<file path="src/rtl/c16_config.svh">
`ifndef C16_CONFIG_SVH
`define C16_CONFIG_SVH

// Datapath and storage sizes
`define C16_WORD_W      16
`define C16_REG_AW      3
`define C16_MEM_AW      8
`define C16_MEM_DEPTH   256
`define C16_SCRATCH_REG 3'd7

// Major opcode in instr[15:12] with the form flag in instr[11]
`define C16_OP_ADD 4'b0000
`define C16_OP_SUB 4'b0001
`define C16_OP_SLT 4'b0010
`define C16_OP_SHL 4'b1000
`define C16_OP_LD  4'b1010
`define C16_OP_ST  4'b1011
`define C16_OP_LEA 4'b1100

// APB byte address map
`define C16_APB_AW       10
`define C16_APB_MEM      10'h000
`define C16_APB_REG      10'h200
`define C16_APB_CTRL     10'h300
`define C16_APB_MEM_MASK 10'h200
`define C16_APB_SEL_MASK 10'h300

`endif

</file>
<file path="src/rtl/c16_pkg.sv">
`include "c16_config.svh"

package c16_pkg;

	// Plain vectors with a meaning
	typedef logic [`C16_WORD_W-1:0] word_t;
	typedef logic [`C16_REG_AW-1:0] reg_addr_t;
	typedef logic [`C16_MEM_AW-1:0] mem_addr_t;

	// Operation carried from decode into execute
	typedef enum logic [2:0] {
		EX_NOP,
		EX_ADD,
		EX_SUB,
		EX_SLT,
		EX_SHL,
		EX_LOAD,
		EX_STORE
	} exec_op_e;

	typedef enum logic {
		DEC_RUN,
		DEC_LOAD_WAIT
	} decode_state_e;

	typedef struct packed {
		word_t pc;
		logic  valid;
	} fetch_t;

	typedef struct packed {
		exec_op_e  op;
		word_t     arg_0;
		word_t     arg_1;
		word_t     store_data;
		reg_addr_t dest;
	} issue_t;

	// Register file write-back
	typedef struct packed {
		logic      en;
		reg_addr_t dest;
		word_t     value;
	} wb_t;

	// Core side of memory port B
	typedef struct packed {
		logic      rd;
		logic      wr;
		mem_addr_t addr;
		word_t     wdata;
	} mem_req_t;

endpackage

</file>
<file path="src/rtl/c16_decode.sv">
`timescale 1ns/1ps
`include "c16_config.svh"

module c16_decode (
	input  logic                clk,
	input  logic                rst_n,
	input  logic                run,
	input  c16_pkg::fetch_t     fetch,
	input  c16_pkg::word_t      instr,
	output c16_pkg::reg_addr_t  rs_addr,
	output c16_pkg::reg_addr_t  rt_addr,
	input  c16_pkg::word_t      rs_val,
	input  c16_pkg::word_t      rt_val,
	output logic                stall,
	output c16_pkg::issue_t     issue
);

	logic [3:0]                 major;
	logic                       form;
	c16_pkg::reg_addr_t         rd;
	c16_pkg::word_t             imm5;
	c16_pkg::word_t             imm8;
	c16_pkg::word_t             mem_base;
	c16_pkg::word_t             mem_offset;
	logic                       take;
	c16_pkg::decode_state_e     state_q;
	c16_pkg::exec_op_e          op_d;
	c16_pkg::exec_op_e          op_q;
	c16_pkg::word_t             arg_0_d;
	c16_pkg::word_t             arg_1_d;
	c16_pkg::word_t             arg_0_q;
	c16_pkg::word_t             arg_1_q;
	c16_pkg::word_t             store_q;
	c16_pkg::reg_addr_t         dest_q;

	////////////////////////////////////////////////////////////////////////////
	// Instruction fields
	////////////////////////////////////////////////////////////////////////////

	assign major = instr[15:12];
	assign form  = instr[11];
	assign rd    = instr[10:8];
	assign imm5  = {{(`C16_WORD_W-5){instr[4]}}, instr[4:0]};
	assign imm8  = {{(`C16_WORD_W-8){instr[7]}}, instr[7:0]};

	assign rs_addr = instr[7:5];
	// Store data comes from rd on the second port
	assign rt_addr = (major == `C16_OP_ST) ? rd : instr[2:0];

	// lea, ld and st address operands
	assign mem_base   = form ? fetch.pc : rs_val;
	assign mem_offset = form ? imm8 : imm5;

	assign stall = (state_q == c16_pkg::DEC_LOAD_WAIT);
	assign take  = run & fetch.valid & ~stall;

	always_comb begin
		op_d    = c16_pkg::EX_NOP;
		arg_0_d = rs_val;
		arg_1_d = form ? rt_val : imm5;
		case (major)
			`C16_OP_ADD: op_d = c16_pkg::EX_ADD;
			`C16_OP_SUB: op_d = c16_pkg::EX_SUB;
			`C16_OP_SLT: op_d = c16_pkg::EX_SLT;
			`C16_OP_SHL: begin
				// Both forms shift by the immediate
				op_d    = c16_pkg::EX_SHL;
				arg_1_d = imm5;
			end
			`C16_OP_LEA: begin
				op_d    = c16_pkg::EX_ADD;
				arg_0_d = mem_base;
				arg_1_d = mem_offset;
			end
			`C16_OP_LD: begin
				op_d    = c16_pkg::EX_LOAD;
				arg_0_d = mem_base;
				arg_1_d = mem_offset;
			end
			`C16_OP_ST: begin
				op_d    = c16_pkg::EX_STORE;
				arg_0_d = mem_base;
				arg_1_d = mem_offset;
			end
			default: op_d = c16_pkg::EX_NOP;
		endcase
		// Bubble when halted, when the word is stale, or behind a load
		if (!take) begin
			op_d = c16_pkg::EX_NOP;
		end
	end

	////////////////////////////////////////////////////////////////////////////
	// Load wait FSM and issue register
	////////////////////////////////////////////////////////////////////////////

	always_ff @(posedge clk or negedge rst_n) begin
		if (!rst_n) begin
			state_q <= c16_pkg::DEC_RUN;
			op_q    <= c16_pkg::EX_NOP;
		end else begin
			op_q <= op_d;
			case (state_q)
				c16_pkg::DEC_RUN: begin
					if (op_d == c16_pkg::EX_LOAD) begin
						state_q <= c16_pkg::DEC_LOAD_WAIT;
					end
				end
				default: state_q <= c16_pkg::DEC_RUN;
			endcase
		end
	end

	always_ff @(posedge clk) begin
		arg_0_q <= arg_0_d;
		arg_1_q <= arg_1_d;
		store_q <= rt_val;
		dest_q  <= rd;
	end

	assign issue = '{op: op_q, arg_0: arg_0_q, arg_1: arg_1_q,
		store_data: store_q, dest: dest_q};

endmodule

</file>
<file path="config.mk">
export PLATFORM = sky130hd
export DESIGN_NAME = c16_decode
export DESIGN_NICKNAME = d
export VERILOG_FILES = /design/src/rtl/c16_pkg.sv /design/src/rtl/c16_decode.sv
export VERILOG_INCLUDE_DIRS = /design/src /design/src/rtl
export SDC_FILE = /design/constraint.sdc
export NUM_CORES = 1
export LEC_CHECK = 0
export ABC_AREA = 1
export CORE_ASPECT_RATIO = 0.5
export CORE_MARGIN = 2
export CORE_UTILIZATION = 65
export DETAILED_ROUTE_END_ITERATION = 10
export DONT_BUFFER_PORTS = 1
export GPL_TIMING_DRIVEN = 0
export PLACE_DENSITY = 0.84
export SYNTH_ARGS = -nofsm -noshare
export SYNTH_HDL_FRONTEND = slang
export SYNTH_SLANG_ARGS = --single-unit
export TNS_END_PERCENT = 50
</file>
<file path="constraint.sdc">
create_clock -name clk -period 1.85 [get_ports clk]
set_input_delay 0.2775 -clock clk [delete_from_list [all_inputs] [get_ports clk]]
set_output_delay 0.2775 -clock clk [all_outputs]
set_load 0.02 [all_outputs]
</file>
# ---- After elaboration in Yosys (flattened, before gate mapping)
# Cells that the tools add are included.
dict set report op_classes {
  eq_ne 7
  n_mux 10
  bitwise 3
  n_reduce_logical 3
}
# op count
set ops {}
lappend ops {{$mux 16} 4}
lappend ops {{$pmux 16 s2} 1}
lappend ops {{$pmux 3 s6} 1}
lappend ops {{$eq 4x4->1 const B} 4}
lappend ops {{$mux 3} 2}
lappend ops {{$eq 4x1->1 const B} 1}
lappend ops {{$eq 4x2->1 const B} 1}
lappend ops {{$logic_not 4->1} 1}
lappend ops {{$eq 3x3->1 const B} 1}
lappend ops {{$reduce_or 3->1} 1}
lappend ops {{$and 1x1->1} 2}
lappend ops {{$mux 1} 2}
lappend ops {{$reduce_or 2->1} 1}
lappend ops {{$not 1->1} 1}
dict set report word_totals {
  ff_bits 55
  in_bits 68
  output_inout_bits 61
  word_cells 29
}

# ---- Longest topological paths before layout
dict set report depth {
  word_depth 7
  depth_mapped 8
  depth_no_buf 7
}

# ---- Worst setup path after synthesis
# No wires, ideal clock.
dict set report synth_path {
  kind {input to output}
  start {input instr[14]}
  end {output rt_addr[0]}
  arrival_ns 1.034
  t_required_ns 1.572
  path_slack_ns 0.539
  path_stages 3
  n_path_buf 0
  path_cell_list {inv_1 > nand4_1 > o21ai_0}
}
dict set report synth_between {
  elab_chain_cells 2
}
# element line
set synth_lines {}
lappend synth_lines {{start, declared} c16_decode.sv:9} ;# input c16_pkg::word_t instr,
lappend synth_lines {{$eq 4x4->1} n/a}
lappend synth_lines {{$mux 3} c16_decode.sv:48} ;# assign rt_addr = (major == `C16_OP_ST) ? rd : instr[2:0];
lappend synth_lines {{end, declared} c16_decode.sv:11} ;# output c16_pkg::reg_addr_t rt_addr,
# No other way between the ends.

# ---- Worst setup path in the final report
dict set report layout_path {
  start {input instr[14]}
  end {output rt_addr[1]}
}
# Same word-level chain as after synthesis.

==> results.txt <==
The flow ran to the end, and the final reports show no timing, DRC or antenna violations. The number of global-route vias before repair came out at 1536. STA classifies the critical path startpoint as an input pin.

The initial utilization of the core area, before any placement, comes to between 60 and 70%. The CTS tree is yes. The total of cells resized after clock tree synthesis is 0. Between clock sinks in the finished design, the worst skew comes to 0.00287 ns. The ratio of cells with drive above 1 in the final layout came out at 11.4%. The wire-length estimate of the detail-placed layout is approximately 3.3 mm. The number of pins exceeding their max-slew limit in the final report came out at 0. The final total power came out at 2320 uW.

During placement, the flow inserted port buffers numbering 0. The die height came out at 43.1 um. The number of antenna-violating nets in the routed design came out at 0. The total global routing overflow is 0. The via count of the routed design is 1638.

STA classifies the critical path endpoint as an output pin. The share of the Yosys chip area taken by registers is a little under three fifths. The clock tree buffer depth came out at 2.

Summed over all nets, the switching power comes to 674 uW. The cell count after synthesis is 244. The number of clock sinks came out at 55. The violation count after the first detailed-routing iteration is 81. The floorplan has 14 rows. After detailed routing, the number of vias per cell comes to approximately 5.3. The level count of the clock H-tree is 2.

The die covers approximately 0.0035 mm2. The sequential fraction of design power is 61.7%. The final count of negative-setup-slack endpoints is 0.

The final period utilization came out at between 70% and 80%. The CTS buffer count is 5. The final routed wirelength across all metal layers is 4.70 mm.

The count of max-cap constraint violations came out at 0. The biggest fanout along the worst timing path came out at 7. The number of antenna diodes in the final layout is 0. The die width is 82.3 um.

The overall global routing resource usage came out at 26.2%. The initial antenna violation count is 0. The register clock-pin slew on the reported worst setup and hold paths came out at 0.09 ns. The worst setup path is of the in -> out kind. The path category of the worst min-delay check is in -> reg. The placeable core region is 0.00296 mm2. CTS placed an instance of sky130_fd_sc_hd__clkbuf_8 at the clock tree root.

In the final layout, the multi-input gates occupy 722 um2. The synthesized netlist net count came out at ~310. The count of TritonRoute iterations in the first routing pass is 5. The placement-stage cell area is 0.00204 mm2.

Data on the critical path is required at its endpoint by 1.57 ns. The routability-driven placement congestion ratio came out at 0.743. The post-synthesis average cell area came out at 8.16 um2. For this design the static power due to leakage is 0.00124 uW.

The count of filler cells inserted in the layout is 204. The count of distinct cell types in the synthesized netlist came out at 23. With fillers left out, the area of the finished cells amounts to ~0.0023 mm2. The post-synthesis cell area came out at 0.00199 mm2. For this design the ratio of total power to cell area is 998 mW/mm2.

The area taken by flip-flops and latches is ~0.0011 mm2. The largest net degree at the start of global routing came out at 18. Setup repair after global routing left no endpoint under its margin. The source-to-sink clock delay at the later pin of the worst-skew pair came out at 0.30 ns.

For the pin with the worst max-slew slack, the measured transition is 0.697 ns. Dividing the detail-routed wire length by the instance count gives about 15 um. The number of primary I/O pins is 129.

The number of warnings printed during yosys synthesis came out at 0. The net count of the finished layout is 339. The synthesis-to-finish area growth is 17.0%. The first-pass GRT wire length came out at 6.94 mm. The internal power summed over all cells is 1650 uW.

The DRC violation count after routing came out at 0. The total of flip-flops plus latches after synthesis came out at 55. The peak supply drop is ~630 uV. The final hold violation count was 0. The upper clock frequency limit is approximately 690 MHz. The data arrival time of the worst path is ~1.2 ns. Headroom to the max-slew limit came out at a little over half. The shortest period the worst path allows is between 1 and 1.5 ns. The clock share of power came out at between 20% and 30%. Setup total negative slack on the finished layout was measured at 0 ns.

The part of the total power dissipated in combinational logic is 10.4%. Net switching is 29.0% of the power.
power by group through the flow:
stage | Clock (uW) | Combinational (uW) | Sequential (uW)
floorplan | 0 | 171 | 1450
global placement | 0 | 195 | 1460
detailed placement | 0 | 205 | 1460
CTS | 648 | 240 | 1440
global route | 697 | 273 | 1440
finish | 648 | 242 | 1430
state kept, by name, summed over array words and instances (netlist names):
signal   cells
arg_0_q     16
op_q         3
stall        1
dest_q       3
arg_1_q     16
store_q     16
Yosys cell counts:
cell type | instances | area, um2
sky130_fd_sc_hd__a21oi_1 | 2 | 10.0
sky130_fd_sc_hd__nand2_1 | 114 | 428
sky130_fd_sc_hd__dfrtp_1 | 4 | 100
sky130_fd_sc_hd__nor2_1 | 7 | 26.3
sky130_fd_sc_hd__nand3b_1 | 1 | 7.51
sky130_fd_sc_hd__nor2_2 | 1 | 6.26
sky130_fd_sc_hd__o21bai_1 | 1 | 7.51
sky130_fd_sc_hd__o21ai_0 | 9 | 45.0
sky130_fd_sc_hd__nand4_1 | 1 | 6.26
sky130_fd_sc_hd__inv_2 | 2 | 7.51
sky130_fd_sc_hd__nor3_1 | 1 | 5.00
sky130_fd_sc_hd__nand2_2 | 5 | 31.3
sky130_fd_sc_hd__nand2_4 | 2 | 22.5
sky130_fd_sc_hd__nor2_8 | 1 | 20.0
sky130_fd_sc_hd__a21oi_4 | 1 | 16.3
sky130_fd_sc_hd__clkbuf_1 | 1 | 3.75
sky130_fd_sc_hd__inv_1 | 11 | 41.3
sky130_fd_sc_hd__dfxtp_1 | 51 | 1020
sky130_fd_sc_hd__buf_2 | 3 | 15.0
sky130_fd_sc_hd__buf_12 | 1 | 20.0
sky130_fd_sc_hd__buf_4 | 5 | 37.5
sky130_fd_sc_hd__buf_6 | 2 | 22.5
sky130_fd_sc_hd__nand3_1 | 18 | 90.1
cell type report:
| type | count | share of cell area [%] |
|---|---|---|
| multi-input combinational | 164 | 31.0 |
| clock buffer | 5 | 2.96 |
| timing repair buffer | 20 | 8.60 |
| sequential | 55 | 48.1 |
| inverter | 13 | 2.10 |
| buffer | 12 | 4.25 |
| clock inverter | 3 | 0.806 |
| tap | 40 | 2.15 |
placed cells by master (no fill, tap or decap), types with 2 or more instances in the layout:
master | netlist | layout
sky130_fd_sc_hd__dfrtp_1 | 4 | 4
sky130_fd_sc_hd__nand2_1 | 114 | 114
sky130_fd_sc_hd__nor2_1 | 7 | 7
sky130_fd_sc_hd__buf_6 | 2 | 2
sky130_fd_sc_hd__nand3_1 | 18 | 18
sky130_fd_sc_hd__inv_2 | 2 | 2
sky130_fd_sc_hd__inv_1 | 11 | 11
sky130_fd_sc_hd__dfxtp_1 | 51 | 51
sky130_fd_sc_hd__dlygate4sd3_1 | 0 | 20
sky130_fd_sc_hd__buf_4 | 5 | 5
sky130_fd_sc_hd__buf_2 | 3 | 3
sky130_fd_sc_hd__o21ai_0 | 9 | 9
sky130_fd_sc_hd__nand2_2 | 5 | 5
sky130_fd_sc_hd__nand2_4 | 2 | 2
sky130_fd_sc_hd__a21oi_1 | 2 | 2
sky130_fd_sc_hd__clkbuf_8 | 0 | 5
stage by stage:
stage	hold WS, ns	setup slack, ns	cells	util (%)
2_1_floorplan	-0.0181	0.539	244	-
3_3_place_gp	-0.0180	0.463	284	68.9
3_5_place_dp	-0.0180	0.395	284	68.9
4_1_cts	0.0707	0.400	312	78.7
5_1_grt	0.0681	0.314	312	78.7
6_report	0.0735	0.394	312	78.7
routing by layer:
layer,GRT usage (%),vias to the layer above,wire length [um]
met5,0,-,0
met4,5.00,0,22
met3,10.2,5,465
met2,48.1,76,2470
met1,28.6,755,1740
li1,-,802,-
kinds of logic (layout without fill, tap and decap cells):
| group | Yosys count | in the layout | share of synthesized area (%) |
|---|---|---|---|
| buf+inv | 25 | 53 | 7.42 |
| flops | 55 | 55 | 56.3 |
| simple gates | 151 | 151 | 32.3 |
| compound gates | 13 | 13 | 3.96 |
critical path, stage by stage:
cell                      delay (ns)
sky130_fd_sc_hd__inv_1          0.05
sky130_fd_sc_hd__nand4_1        0.21
sky130_fd_sc_hd__o21ai_0        0.64
repair_timing:
| action | in CTS | in global routing |
|---|---|---|
| hold endpoints to repair | 23 | 0 |
| setup buffers | 0 | 0 |
| hold buffers | 20 | 0 |
path summary, 6_finish.rpt:
path / cells after the start / startpoint / slack [ns] / to
min reg2reg: 2 / stall / 0.75 / op_q[1]
max in group asynchronous: 1 / rst_n / 1.44 / stall
max: 3 / instr[14] / 0.39 / rt_addr[1]
min in group asynchronous: 1 / rst_n / 0.24 / op_q[0]
max reg2reg: 4 / stall / 0.76 / stall
min: 2 / rs_val[10] / 0.07 / arg_0_q[10]
No activity file was read; power rests on OpenSTA's default activity.
