===== src/rtl/c16_config.svh =====
`ifndef C16_CONFIG_SVH
`define C16_CONFIG_SVH

// Datapath and storage sizes
`define C16_WORD_W      16
`define C16_REG_AW      3
`define C16_MEM_AW      8
`define C16_MEM_DEPTH   256
`define C16_SCRATCH_REG 3'd7

// Major opcode in instr[15:12] with the form flag in instr[11]
`define C16_OP_ADD 4'b0000
`define C16_OP_SUB 4'b0001
`define C16_OP_SLT 4'b0010
`define C16_OP_SHL 4'b1000
`define C16_OP_LD  4'b1010
`define C16_OP_ST  4'b1011
`define C16_OP_LEA 4'b1100

// APB byte address map
`define C16_APB_AW       10
`define C16_APB_MEM      10'h000
`define C16_APB_REG      10'h200
`define C16_APB_CTRL     10'h300
`define C16_APB_MEM_MASK 10'h200
`define C16_APB_SEL_MASK 10'h300

`endif


===== src/rtl/c16_pkg.sv =====
`include "c16_config.svh"

package c16_pkg;

	// Plain vectors with a meaning
	typedef logic [`C16_WORD_W-1:0] word_t;
	typedef logic [`C16_REG_AW-1:0] reg_addr_t;
	typedef logic [`C16_MEM_AW-1:0] mem_addr_t;

	// Operation carried from decode into execute
	typedef enum logic [2:0] {
		EX_NOP,
		EX_ADD,
		EX_SUB,
		EX_SLT,
		EX_SHL,
		EX_LOAD,
		EX_STORE
	} exec_op_e;

	typedef enum logic {
		DEC_RUN,
		DEC_LOAD_WAIT
	} decode_state_e;

	typedef struct packed {
		word_t pc;
		logic  valid;
	} fetch_t;

	typedef struct packed {
		exec_op_e  op;
		word_t     arg_0;
		word_t     arg_1;
		word_t     store_data;
		reg_addr_t dest;
	} issue_t;

	// Register file write-back
	typedef struct packed {
		logic      en;
		reg_addr_t dest;
		word_t     value;
	} wb_t;

	// Core side of memory port B
	typedef struct packed {
		logic      rd;
		logic      wr;
		mem_addr_t addr;
		word_t     wdata;
	} mem_req_t;

endpackage


===== src/rtl/c16_fetch.sv =====
`timescale 1ns/1ps

module c16_fetch (
	input  logic               clk,
	input  logic               rst_n,
	input  logic               run,
	input  logic               stall,
	output c16_pkg::mem_addr_t next_pc,
	output c16_pkg::fetch_t    fetch
);

	c16_pkg::word_t pc_q;
	c16_pkg::word_t pc_d;
	logic           valid_q;
	logic           advance;

	assign advance = run & ~stall;
	assign pc_d    = advance ? pc_q + 1'b1 : pc_q;

	// The memory registers the port A address
	assign next_pc = c16_pkg::mem_addr_t'(pc_d);

	always_ff @(posedge clk or negedge rst_n) begin
		if (!rst_n) begin
			pc_q    <= '1;
			valid_q <= 1'b0;
		end else begin
			pc_q <= pc_d;
			// A stalled word is read again at the same address and stays valid
			valid_q <= run & (advance | valid_q);
		end
	end

	assign fetch = '{pc: pc_q, valid: valid_q};

endmodule


===== config.mk =====
export PLATFORM = sky130hd
export DESIGN_NAME = c16_fetch
export DESIGN_NICKNAME = d
export VERILOG_FILES = /design/src/rtl/c16_pkg.sv /design/src/rtl/c16_fetch.sv
export VERILOG_INCLUDE_DIRS = /design/src /design/src/rtl
export SDC_FILE = /design/constraint.sdc
export NUM_CORES = 1
export LEC_CHECK = 0
export BUFFER_PORTS_ARGS = -buffer_cell sky130_fd_sc_hd__buf_2
export CORE_UTILIZATION = 45
export CTS_BUF_LIST = sky130_fd_sc_hd__clkbuf_4
export DETAILED_ROUTE_END_ITERATION = 8
export HOLD_SLACK_MARGIN = 0.1
export PLACE_DENSITY = 0.83
export RECOVER_POWER = 25
export SLEW_MARGIN = 20
export SYNTH_ARGS = -nofsm -noshare
export SYNTH_HDL_FRONTEND = slang
export SYNTH_SLANG_ARGS = --single-unit

===== constraint.sdc =====
create_clock -name clk -period 1.52 [get_ports clk]
set_input_delay 0.304 -clock clk [delete_from_list [all_inputs] [get_ports clk]]
set_output_delay 0.304 -clock clk [all_outputs]
set_load 0.05 [all_outputs]

==> metrics.md, run 1 <==
| Metric | Value |
|---|---|
| Die height | `43.8 um` |
| Post-synthesis cell type count | `21` |
| Pin count of the biggest net entering global routing | `18` |
| Syn avg cell area | `11.9 sq um` |
| Sequential share of the synthesized area | `0.567` |
| TritonCTS buffer count | `3` |
| Err | `[ERROR DPL-0038] Utilization greater than 100%, impossible to legalize` |
| Initial Util | `0.498` |
| Syn Nets | `71` |
| Yosys reg bits | `17` |
| Port Buffers | `28` |
| Cells after synthesis | `66` |
| Sinks on Clock Net | `17` |
| Final Wtd Congestion | `0.711` |
| Die X | `43.8 um` |
| Worst endpoint type | `output port` |
| Post-GRT worst EP | `next_pc[7]` |
| Halt Stage | `global routing` |
| CTS Buffer Depth | `2` |
| Root Buffer | `clkbuf_4` |
| Status | `stopped before the end` |
| Area of the mapped netlist | `786 sq um` |
| Place WS | `-0.351 ns` |
| # rows | `14` |
| Synth Warn # | `0` |
| I/O Pins | `29` |
| Post-DP Area | `1230 sq um` |
| Detail Placement HPWL | `1.52 mm` |
| Level count of the clock H-tree | `1` |
[stage by stage]
step           cells   util
4_1_cts          142  0.962
3_5_place_dp     129  0.781
3_3_place_gp     129  0.781
2_1_floorplan     66      -
[repair_timing]
| item | in CTS |
|---|---|
| resized for setup | 49 |
| endpoints found under the hold margin | 1 |
| pin swaps | 16 |
| buffers inserted | 8 |
| hold buffers | 1 |
| endpoints found under the setup margin | 22 |
[logic make-up after synthesis]
kind of cell             synth area share
AO/OA/AOI/OAI                     0.00956
multiplexers                       0.0143
buffers and inverters              0.0398
flip-flops                          0.567
XOR/XNOR                            0.167
AND/OR/NAND/NOR                     0.186
adder cells (fa/ha/maj)            0.0159
[synthesized netlist by cell type, drive strengths merged]
library cell,n,area (sq um)
nor3,2,10.0
buf,2,12.5
a21boi,1,7.51
dfrtp,1,25.0
xnor2,10,87.6
nor4,2,18.8
dfstp,16,420
and3,3,18.8
nand3,2,10.0
nor2b,1,6.26
nand2,5,18.8
ha,1,12.5
or3b,1,8.76
nand4,5,43.8
xor2,5,43.8
nor2,3,11.3
inv,5,18.8
mux2,1,11.3
==> run 2, diff against run 1 <==
Settings changed: CORE_AREA from default to 2 2 63 65, CORE_UTILIZATION 45 to default, CTS_BUF_LIST sky130_fd_sc_hd__clkbuf_4 to default, DIE_AREA from default to 0 0 65 67, HOLD_SLACK_MARGIN 0.1 to default, PLACE_DENSITY 0.83 to default, PLACE_DENSITY_LB_ADDON from default to 0.15.
Clock period 1.52 ns to 1.98 ns, I/O delays scaled along.
==> metrics.md, run 2 <==
| Metric | Value |
|---|---|
| Endpoints failing hold | `0` |
| Yosys reg bits | `17 (unchanged)` |
| Worst-path maximum fanout | `3` |
| Slew HR | `0.390` |
| Cells along the critical path | `and3_4, nand4_4, nor2_1, buf_4, xor2_4, buf_6` |
| Pwr dens | `1410 nW/um^2` |
| Root Buffer | `clkbuf_8` |
| GR Overflow Total | `0` |
| I/O Pins | `29 (unchanged)` |
| Die Area | `4360 sq um` |
| CP required | `1.58 ns` |
| Final Max Tran Viols | `0` |
| Final Wtd Congestion | `0.695 (-2.2%)` |
| Crit path capture type | `primary output` |
| Finished Core Util | `0.365` |
| Post-synth EDFFs | `0 (unchanged)` |
| # nets final | `115` |
| Arr. time, crit path | `1.70 ns` |
| Most common cell after layout, fill and taps aside | `buf_2` |
| Max reg flops | `16` |
| Top cells by area, synth | `dfstp_2 (54%), xnor2_1 (11%), xor2_1 (5.6%)` |
| DR pass1 iterations | `3` |
| CTS tree | `done` |
| DR WL/cell | `11.3 um` |
| Final setup viols | `4` |
| WS Path Type | `reg2out` |
| Slew @ Worst Pin | `0.915 ns` |
| Final worst path period share | `1.06` |
| Peak VDD IR | `0.000855 V` |
| Die height | `67 um (+53%)` |
| HP Class | `in2async` |
| Area of the mapped netlist | `786 sq um (unchanged)` |
| Max Cap Viol | `0` |
| Port Buffers | `28 (unchanged)` |
| Avg Vias per Cell | `3.99` |
| Clock Latency Late Sink | `0.25 ns` |
| Global Route met2 Usage | `0.143` |
| CTS Buffer Depth | `2 (unchanged)` |
| Setup ws final | `-0.117 ns` |
| Yosys top cell by area | `dfstp_2` |
| Max incr delay on CP | `0.61 ns` |
| Area Overhead vs Synth | `67.7%` |
| Initial Util | `0.218 (-0.281)` |
| Status | `finished, violations left` |
| Met3 usage | `0.0135` |
| Global Route Usage Sum | `0.0895` |
| Most Crowded Layer GR | `met2` |
| Ys async rst share | `1.00 (unchanged)` |
| Min cycle time layout | `2.10 ns` |
| Layout cells sized above 1 | `0.679` |
| Synth Warn # | `0 (unchanged)` |
| Met1 Use GR | `0.110` |
| Most frequent cells in the layout | `buf_2 (20), dfstp_2 (14), buf_4 (11)` |
| Cells after synthesis | `66 (unchanged)` |
| Antenna violations before repair | `0` |
| Syn Nets | `71 (unchanged)` |
| Fin Clk Skew | `0.00217 ns` |
| Final total power | `0.00185 W` |
| Pin count of the biggest net entering global routing | `18` |
| CP Launch Type | `flop` |
| Sinks on Clock Net | `17 (unchanged)` |
| DR DRC count | `0` |
| # hold bufs at CTS | `0 (-1)` |
| Antenna diodes | `0` |
| Routed vias | `626` |
| Largest registers | `pc_q x16, valid_q x1` |
| Synth top area share | `0.535 (unchanged)` |
| Sequential share of the synthesized area | `0.567 (unchanged)` |
| Cell Count, Final, Fillers Out | `157` |
| Syn avg cell area | `11.9 sq um (unchanged)` |
| Post-route ant nets | `0` |
| Top-count cell post-synth | `dfstp_2` |
| Detail Placement HPWL | `1.28 mm (-15%)` |
| Die X | `65 um (+48%)` |
| Commonest cells in the netlist | `dfstp_2 (16), xnor2_1 (10), inv_1 (5), nand2_1 (5), xor2_1 (5)` |
| # rows | `22 (+8)` |
| TritonCTS buffer count | `3 (unchanged)` |
| Fill cell count | `374` |
| Clock transition at the registers of the reported paths | `0.06 ns` |
| Lkg Pwr | `0.618 nW` |
| Cells after DPL | `146 (+13%)` |
| Level count of the clock H-tree | `1 (unchanged)` |
| Via count of the first global-routing pass | `639` |
| Final wirelength | `1.77 mm` |
| FMAX | `477 MHz` |
| Top_reg_cell synth | `dfstp_2` |
| RSZ-0062 raised after global routing | `yes` |
| Post-synthesis cell type count | `21 (unchanged)` |
| Register bank with the most flops | `pc_q` |
| Slowest stage cell, crit path | `dfstp_4` |
| Global-route wire length before repair | `2.92 mm` |
| Violated checks | `setup timing` |
| Iter 0 DRT Violations | `9` |
| Core Region | `3610 sq um` |
-- run 2: cell counts after synthesis --
No cell type changed its count.
-- run 2: final cells by class --
cell class                      instances  area [sq um]  share of cell area
Sequential cell                        17           453               0.344
Multi-Input combinational cell         42           449               0.341
Timing Repair Buffer                   41           292               0.221
Tap cell                               48          60.1              0.0456
Clock buffer                            4          45.0              0.0342
Inverter                                5          18.8              0.0142
-- run 2: timing repair --
action                                  4_1_cts  5_1_grt
gates cloned                                  0        0
setup buffers                                 5        2
pin swaps                                     6        5
endpoints found under the setup margin        7        8
resized for setup                            17        9
endpoints found under the hold margin         0        0
-- run 2: critical path, delay by kind of cell (launching register included) --
family	cells	cell delay (ns)
AND/OR/NAND/NOR	3	0.37
flip-flops	1	0.61
buffers and inverters	2	0.32
XOR/XNOR	1	0.16
-- run 2: stage by stage --
stage          worst slack [ns]  TNS, ns  hold slack (ns)  area, sq um
5_1_grt                  -0.200   -0.689            0.331         1320
6_report                 -0.117   -0.298            0.259         1320
2_1_floorplan            -0.224   -0.555            0.100          873
4_1_cts                  -0.139   -0.399           0.0744         1260
3_5_place_dp            0.00785        0            0.349         1110
3_3_place_gp             0.0209        0            0.344         1110
-- run 2: kinds of logic after synthesis --
| kind of cell | share of synthesized area |
|---|---|
| xor+xnor | 0.167 |
| compound gates | 0.00956 |
| buf+inv | 0.0398 |
| flops | 0.567 |
| mux | 0.0143 |
| fa+ha+maj | 0.0159 |
| simple gates | 0.186 |
-- run 2: final timing paths --
kind | slack (ns) | from | cells past startpoint | end
worst max-delay path | -0.12 | pc_q[2] | 6 | next_pc[7]
worst min-delay path | 0.26 | rst_n | 1 | valid_q
worst max register to register | 0.31 | pc_q[5] | 4 | pc_q[15]
worst min register to register | 0.48 | pc_q[15] | 1 | pc_q[15]
max in group asynchronous | 1.17 | rst_n | 1 | valid_q
min in group clk | 0.34 | stall | 2 | valid_q
-- run 2: metal layers --
layer	vias up	wire length, um
met5	-	0
met4	0	33
met3	2	76
met2	12	908
met1	309	755
li1	303	-
-- run 2: report_power, final --
group | switching (W) | total [W] | internal, W
clock | 0.000111 | 0.000254 | 0.000142
combinational | 0.000651 | 0.00104 | 0.000391
sequential | 0.0000921 | 0.000559 | 0.000467
Note: power is estimated with default switching activity, not from simulation.
==> run 3, diff against run 2 <==
Settings changed: PLACE_DENSITY_LB_ADDON 0.15 to 0.2.
==> metrics.md, run 3 (synthesized netlist as in run 2, its figures left out) <==
| Metric | Value |
|---|---|
| CTS tree | `done` |
| Sinks on Clock Net | `17 (unchanged)` |
| Final Wtd Congestion | `0.713 (+2.5%)` |
| Die X | `65 um (unchanged)` |
| Via count of the first global-routing pass | `661 (+3.4%)` |
| Routed vias | `629 (+0.48%)` |
| Setup ws final | `-0.138 ns (-0.0205 ns)` |
| Min cycle time layout | `2.12 ns (+0.0205 ns)` |
| Largest registers | `pc_q x16, valid_q x1` |
| Int Power | `0.00102 W (+1.5%)` |
| Multi-input logic area | `440 sq um (-1.9%)` |
| Sequential power share | `0.298 (-0.003)` |
| Worst R2R Start | `pc_q[5]` |
| Slew HR | `0.380 (-0.0105)` |
| HP Class | `in2async` |
| Detail Placement HPWL | `1.28 mm (-0.66%)` |
| Iter 0 DRT Violations | `24 (+15)` |
| Post-route ant nets | `0 (unchanged)` |
| Die Area | `4360 sq um (unchanged)` |
| Endpoints failing hold | `0 (unchanged)` |
| Critical Path Start | `pc_q[2]` |
| Met3 usage | `0.0321 (+0.0186)` |
| FMAX | `472 MHz (-0.97%)` |
| Final wirelength | `1.87 mm (+5.1%)` |
| Core Region | `3610 sq um (unchanged)` |
| Arr. time, crit path | `1.72 ns (+0.02 ns)` |
| Cells along the critical path | `and3_4, nand4_4, nor2_2, buf_4, xor2_4, buf_6` |
| R2R cell count | `4 (unchanged)` |
| R2r endpoint | `pc_q[15]` |
| Final TNS setup | `-0.405 ns (-0.106 ns)` |
| Antenna diodes | `0 (unchanged)` |
| DR DRC count | `0 (unchanged)` |
| GR Overflow Total | `0 (unchanged)` |
| Port Buffers | `28 (unchanged)` |
| Max incr delay on CP | `0.61 ns (about the same)` |
| Most Crowded Layer GR | `met2` |
| TritonCTS buffer count | `3 (unchanged)` |
| Slew @ Worst Pin | `0.930 ns (+0.0157 ns)` |
| Register area | `453 sq um (unchanged)` |
| RSZ-0062 raised after global routing | `yes` |
| # nets final | `118 (+2.6%)` |
| Clock Latency Late Sink | `0.25 ns (about the same)` |
| Level count of the clock H-tree | `1 (unchanged)` |
| Global-route wire length before repair | `3.19 mm (+9.2%)` |
| Status | `finished, violations left` |
| Pwr dens | `1420 nW/um^2 (+0.89%)` |
| Clock transition at the registers of the reported paths | `0.07 ns (about the same)` |
| Avg Vias per Cell | `3.93 (-1.4%)` |
| Worst R2R Setup Slack | `0.31 ns (about the same)` |
| I/O Pins | `29 (unchanged)` |
| Antenna violations before repair | `0 (unchanged)` |
| Global Route met2 Usage | `0.156 (+0.0129)` |
| Slowest stage cell, crit path | `dfstp_4` |
| Met1 Use GR | `0.118 (+0.00829)` |
| Clock power share | `0.142 (+0.005)` |
| Layout cells sized above 1 | `0.696 (+0.0175)` |
| Sw frac | `0.461 (+0.000670)` |
| Final Max Tran Viols | `0 (unchanged)` |
| Initial Util | `0.218 (unchanged)` |
| Logic gate share of total power | `0.561 (about the same)` |
| Violated checks | `setup timing` |
| Root Buffer | `clkbuf_8` |
| Worst-path maximum fanout | `3 (unchanged)` |
| WS Path Type | `reg2out` |
| CP required | `1.58 ns (about the same)` |
| Most common cell after layout, fill and taps aside | `buf_2` |
| Max reg flops | `16 (unchanged)` |
| DR WL/cell | `11.7 um (+3.2%)` |
| Fin Clk Skew | `0.00163 ns (-0.000538 ns)` |
| Register bank with the most flops | `pc_q` |
| Lkg Pwr | `0.624 nW (+0.96%)` |
| Die height | `67 um (unchanged)` |
| CP Launch Type | `flop` |
| NetSw | `0.000870 W (+1.8%)` |
| Crit path to | `next_pc[7]` |
| Fill cell count | `361 (-3.5%)` |
| CTS Buffer Depth | `2 (unchanged)` |
| Final setup viols | `4 (unchanged)` |
| Most frequent cells in the layout | `buf_2 (19), buf_4 (15), dfstp_2 (14)` |
| DR pass1 iterations | `2 (-1)` |
| # rows | `22 (unchanged)` |
| Peak VDD IR | `0.000815 V (-4.8%)` |
| Crit path capture type | `primary output` |
| Finished Core Util | `0.368 (+0.00278)` |
| Area Overhead vs Synth | `68.9%` |
| Max Cap Viol | `0 (unchanged)` |
| Global Route Usage Sum | `0.100 (+0.0104)` |
| Final worst path period share | `1.07 (+0.0104)` |
| Pin count of the biggest net entering global routing | `18 (unchanged)` |
run 3: cell count changes in the layout (fill, tap and decap cells not counted), sizes merged:
cell and delta:
buf +2, clkinv +1
run 3: worst max-delay path, delay by kind of cell (launching register included):
kind	cells	cell delay [ns]
AND/OR/NAND/NOR	3	0.39
buffers and inverters	2	0.30
XOR/XNOR	1	0.16
flip-flops	1	0.61
run 3: layout make-up:
cell class | count | area share
clock buffer | 3 | 0.0311
clock inverter | 1 | 0.00377
inverter | 5 | 0.0141
multi-input combinational | 42 | 0.332
sequential | 17 | 0.341
tap | 48 | 0.0452
timing repair buffer | 44 | 0.233
run 3: worst min path at each step:
stage / startpoint / to / slack (ns)
after floorplan: rst_n / valid_q / 0.10
after detailed placement: rst_n / valid_q / 0.34
after global routing: rst_n / valid_q / 0.32
final: rst_n / valid_q / 0.26
after CTS: rst_n / valid_q / 0.06
after global placement: rst_n / valid_q / 0.34
run 3: through the flow:
step	power, W	std cells	setup slack (ns)	hold WS [ns]	area, sq um
3_3_place_gp	0.00135	146	0.0244	0.342	1110
6_report	0.00189	160	-0.138	0.256	1330
4_1_cts	0.00186	159	-0.146	0.0590	1310
3_5_place_dp	0.00136	146	0.0115	0.344	1110
5_1_grt	0.00199	160	-0.213	0.322	1330
2_1_floorplan	0.00116	66	-0.224	0.100	873
run 3: repair_timing:
item,in CTS,in global routing
setup buffers,9,1
gates resized for setup,21,3
cloned,0,0
hold buffers,0,0
pin swaps,7,3
setup endpoints to repair,7,8
run 3: per-layer routing:
metal | up-vias | wire length, um
li1 | 311 | -
met1 | 299 | 774
met2 | 17 | 957
met3 | 2 | 91
met4 | 0 | 42
met5 | - | 0
run 3: power groups by stage:
| stage | logic, W | registers (W) | clock network (W) |
|---|---|---|---|
| after floorplan | 0.000389 | 0.000773 | 0 |
| after global placement | 0.000788 | 0.000561 | 0 |
| after detailed placement | 0.000794 | 0.000561 | 0 |
| after CTS | 0.00101 | 0.000561 | 0.000285 |
| after global routing | 0.00111 | 0.000574 | 0.000302 |
| final | 0.00106 | 0.000561 | 0.000267 |
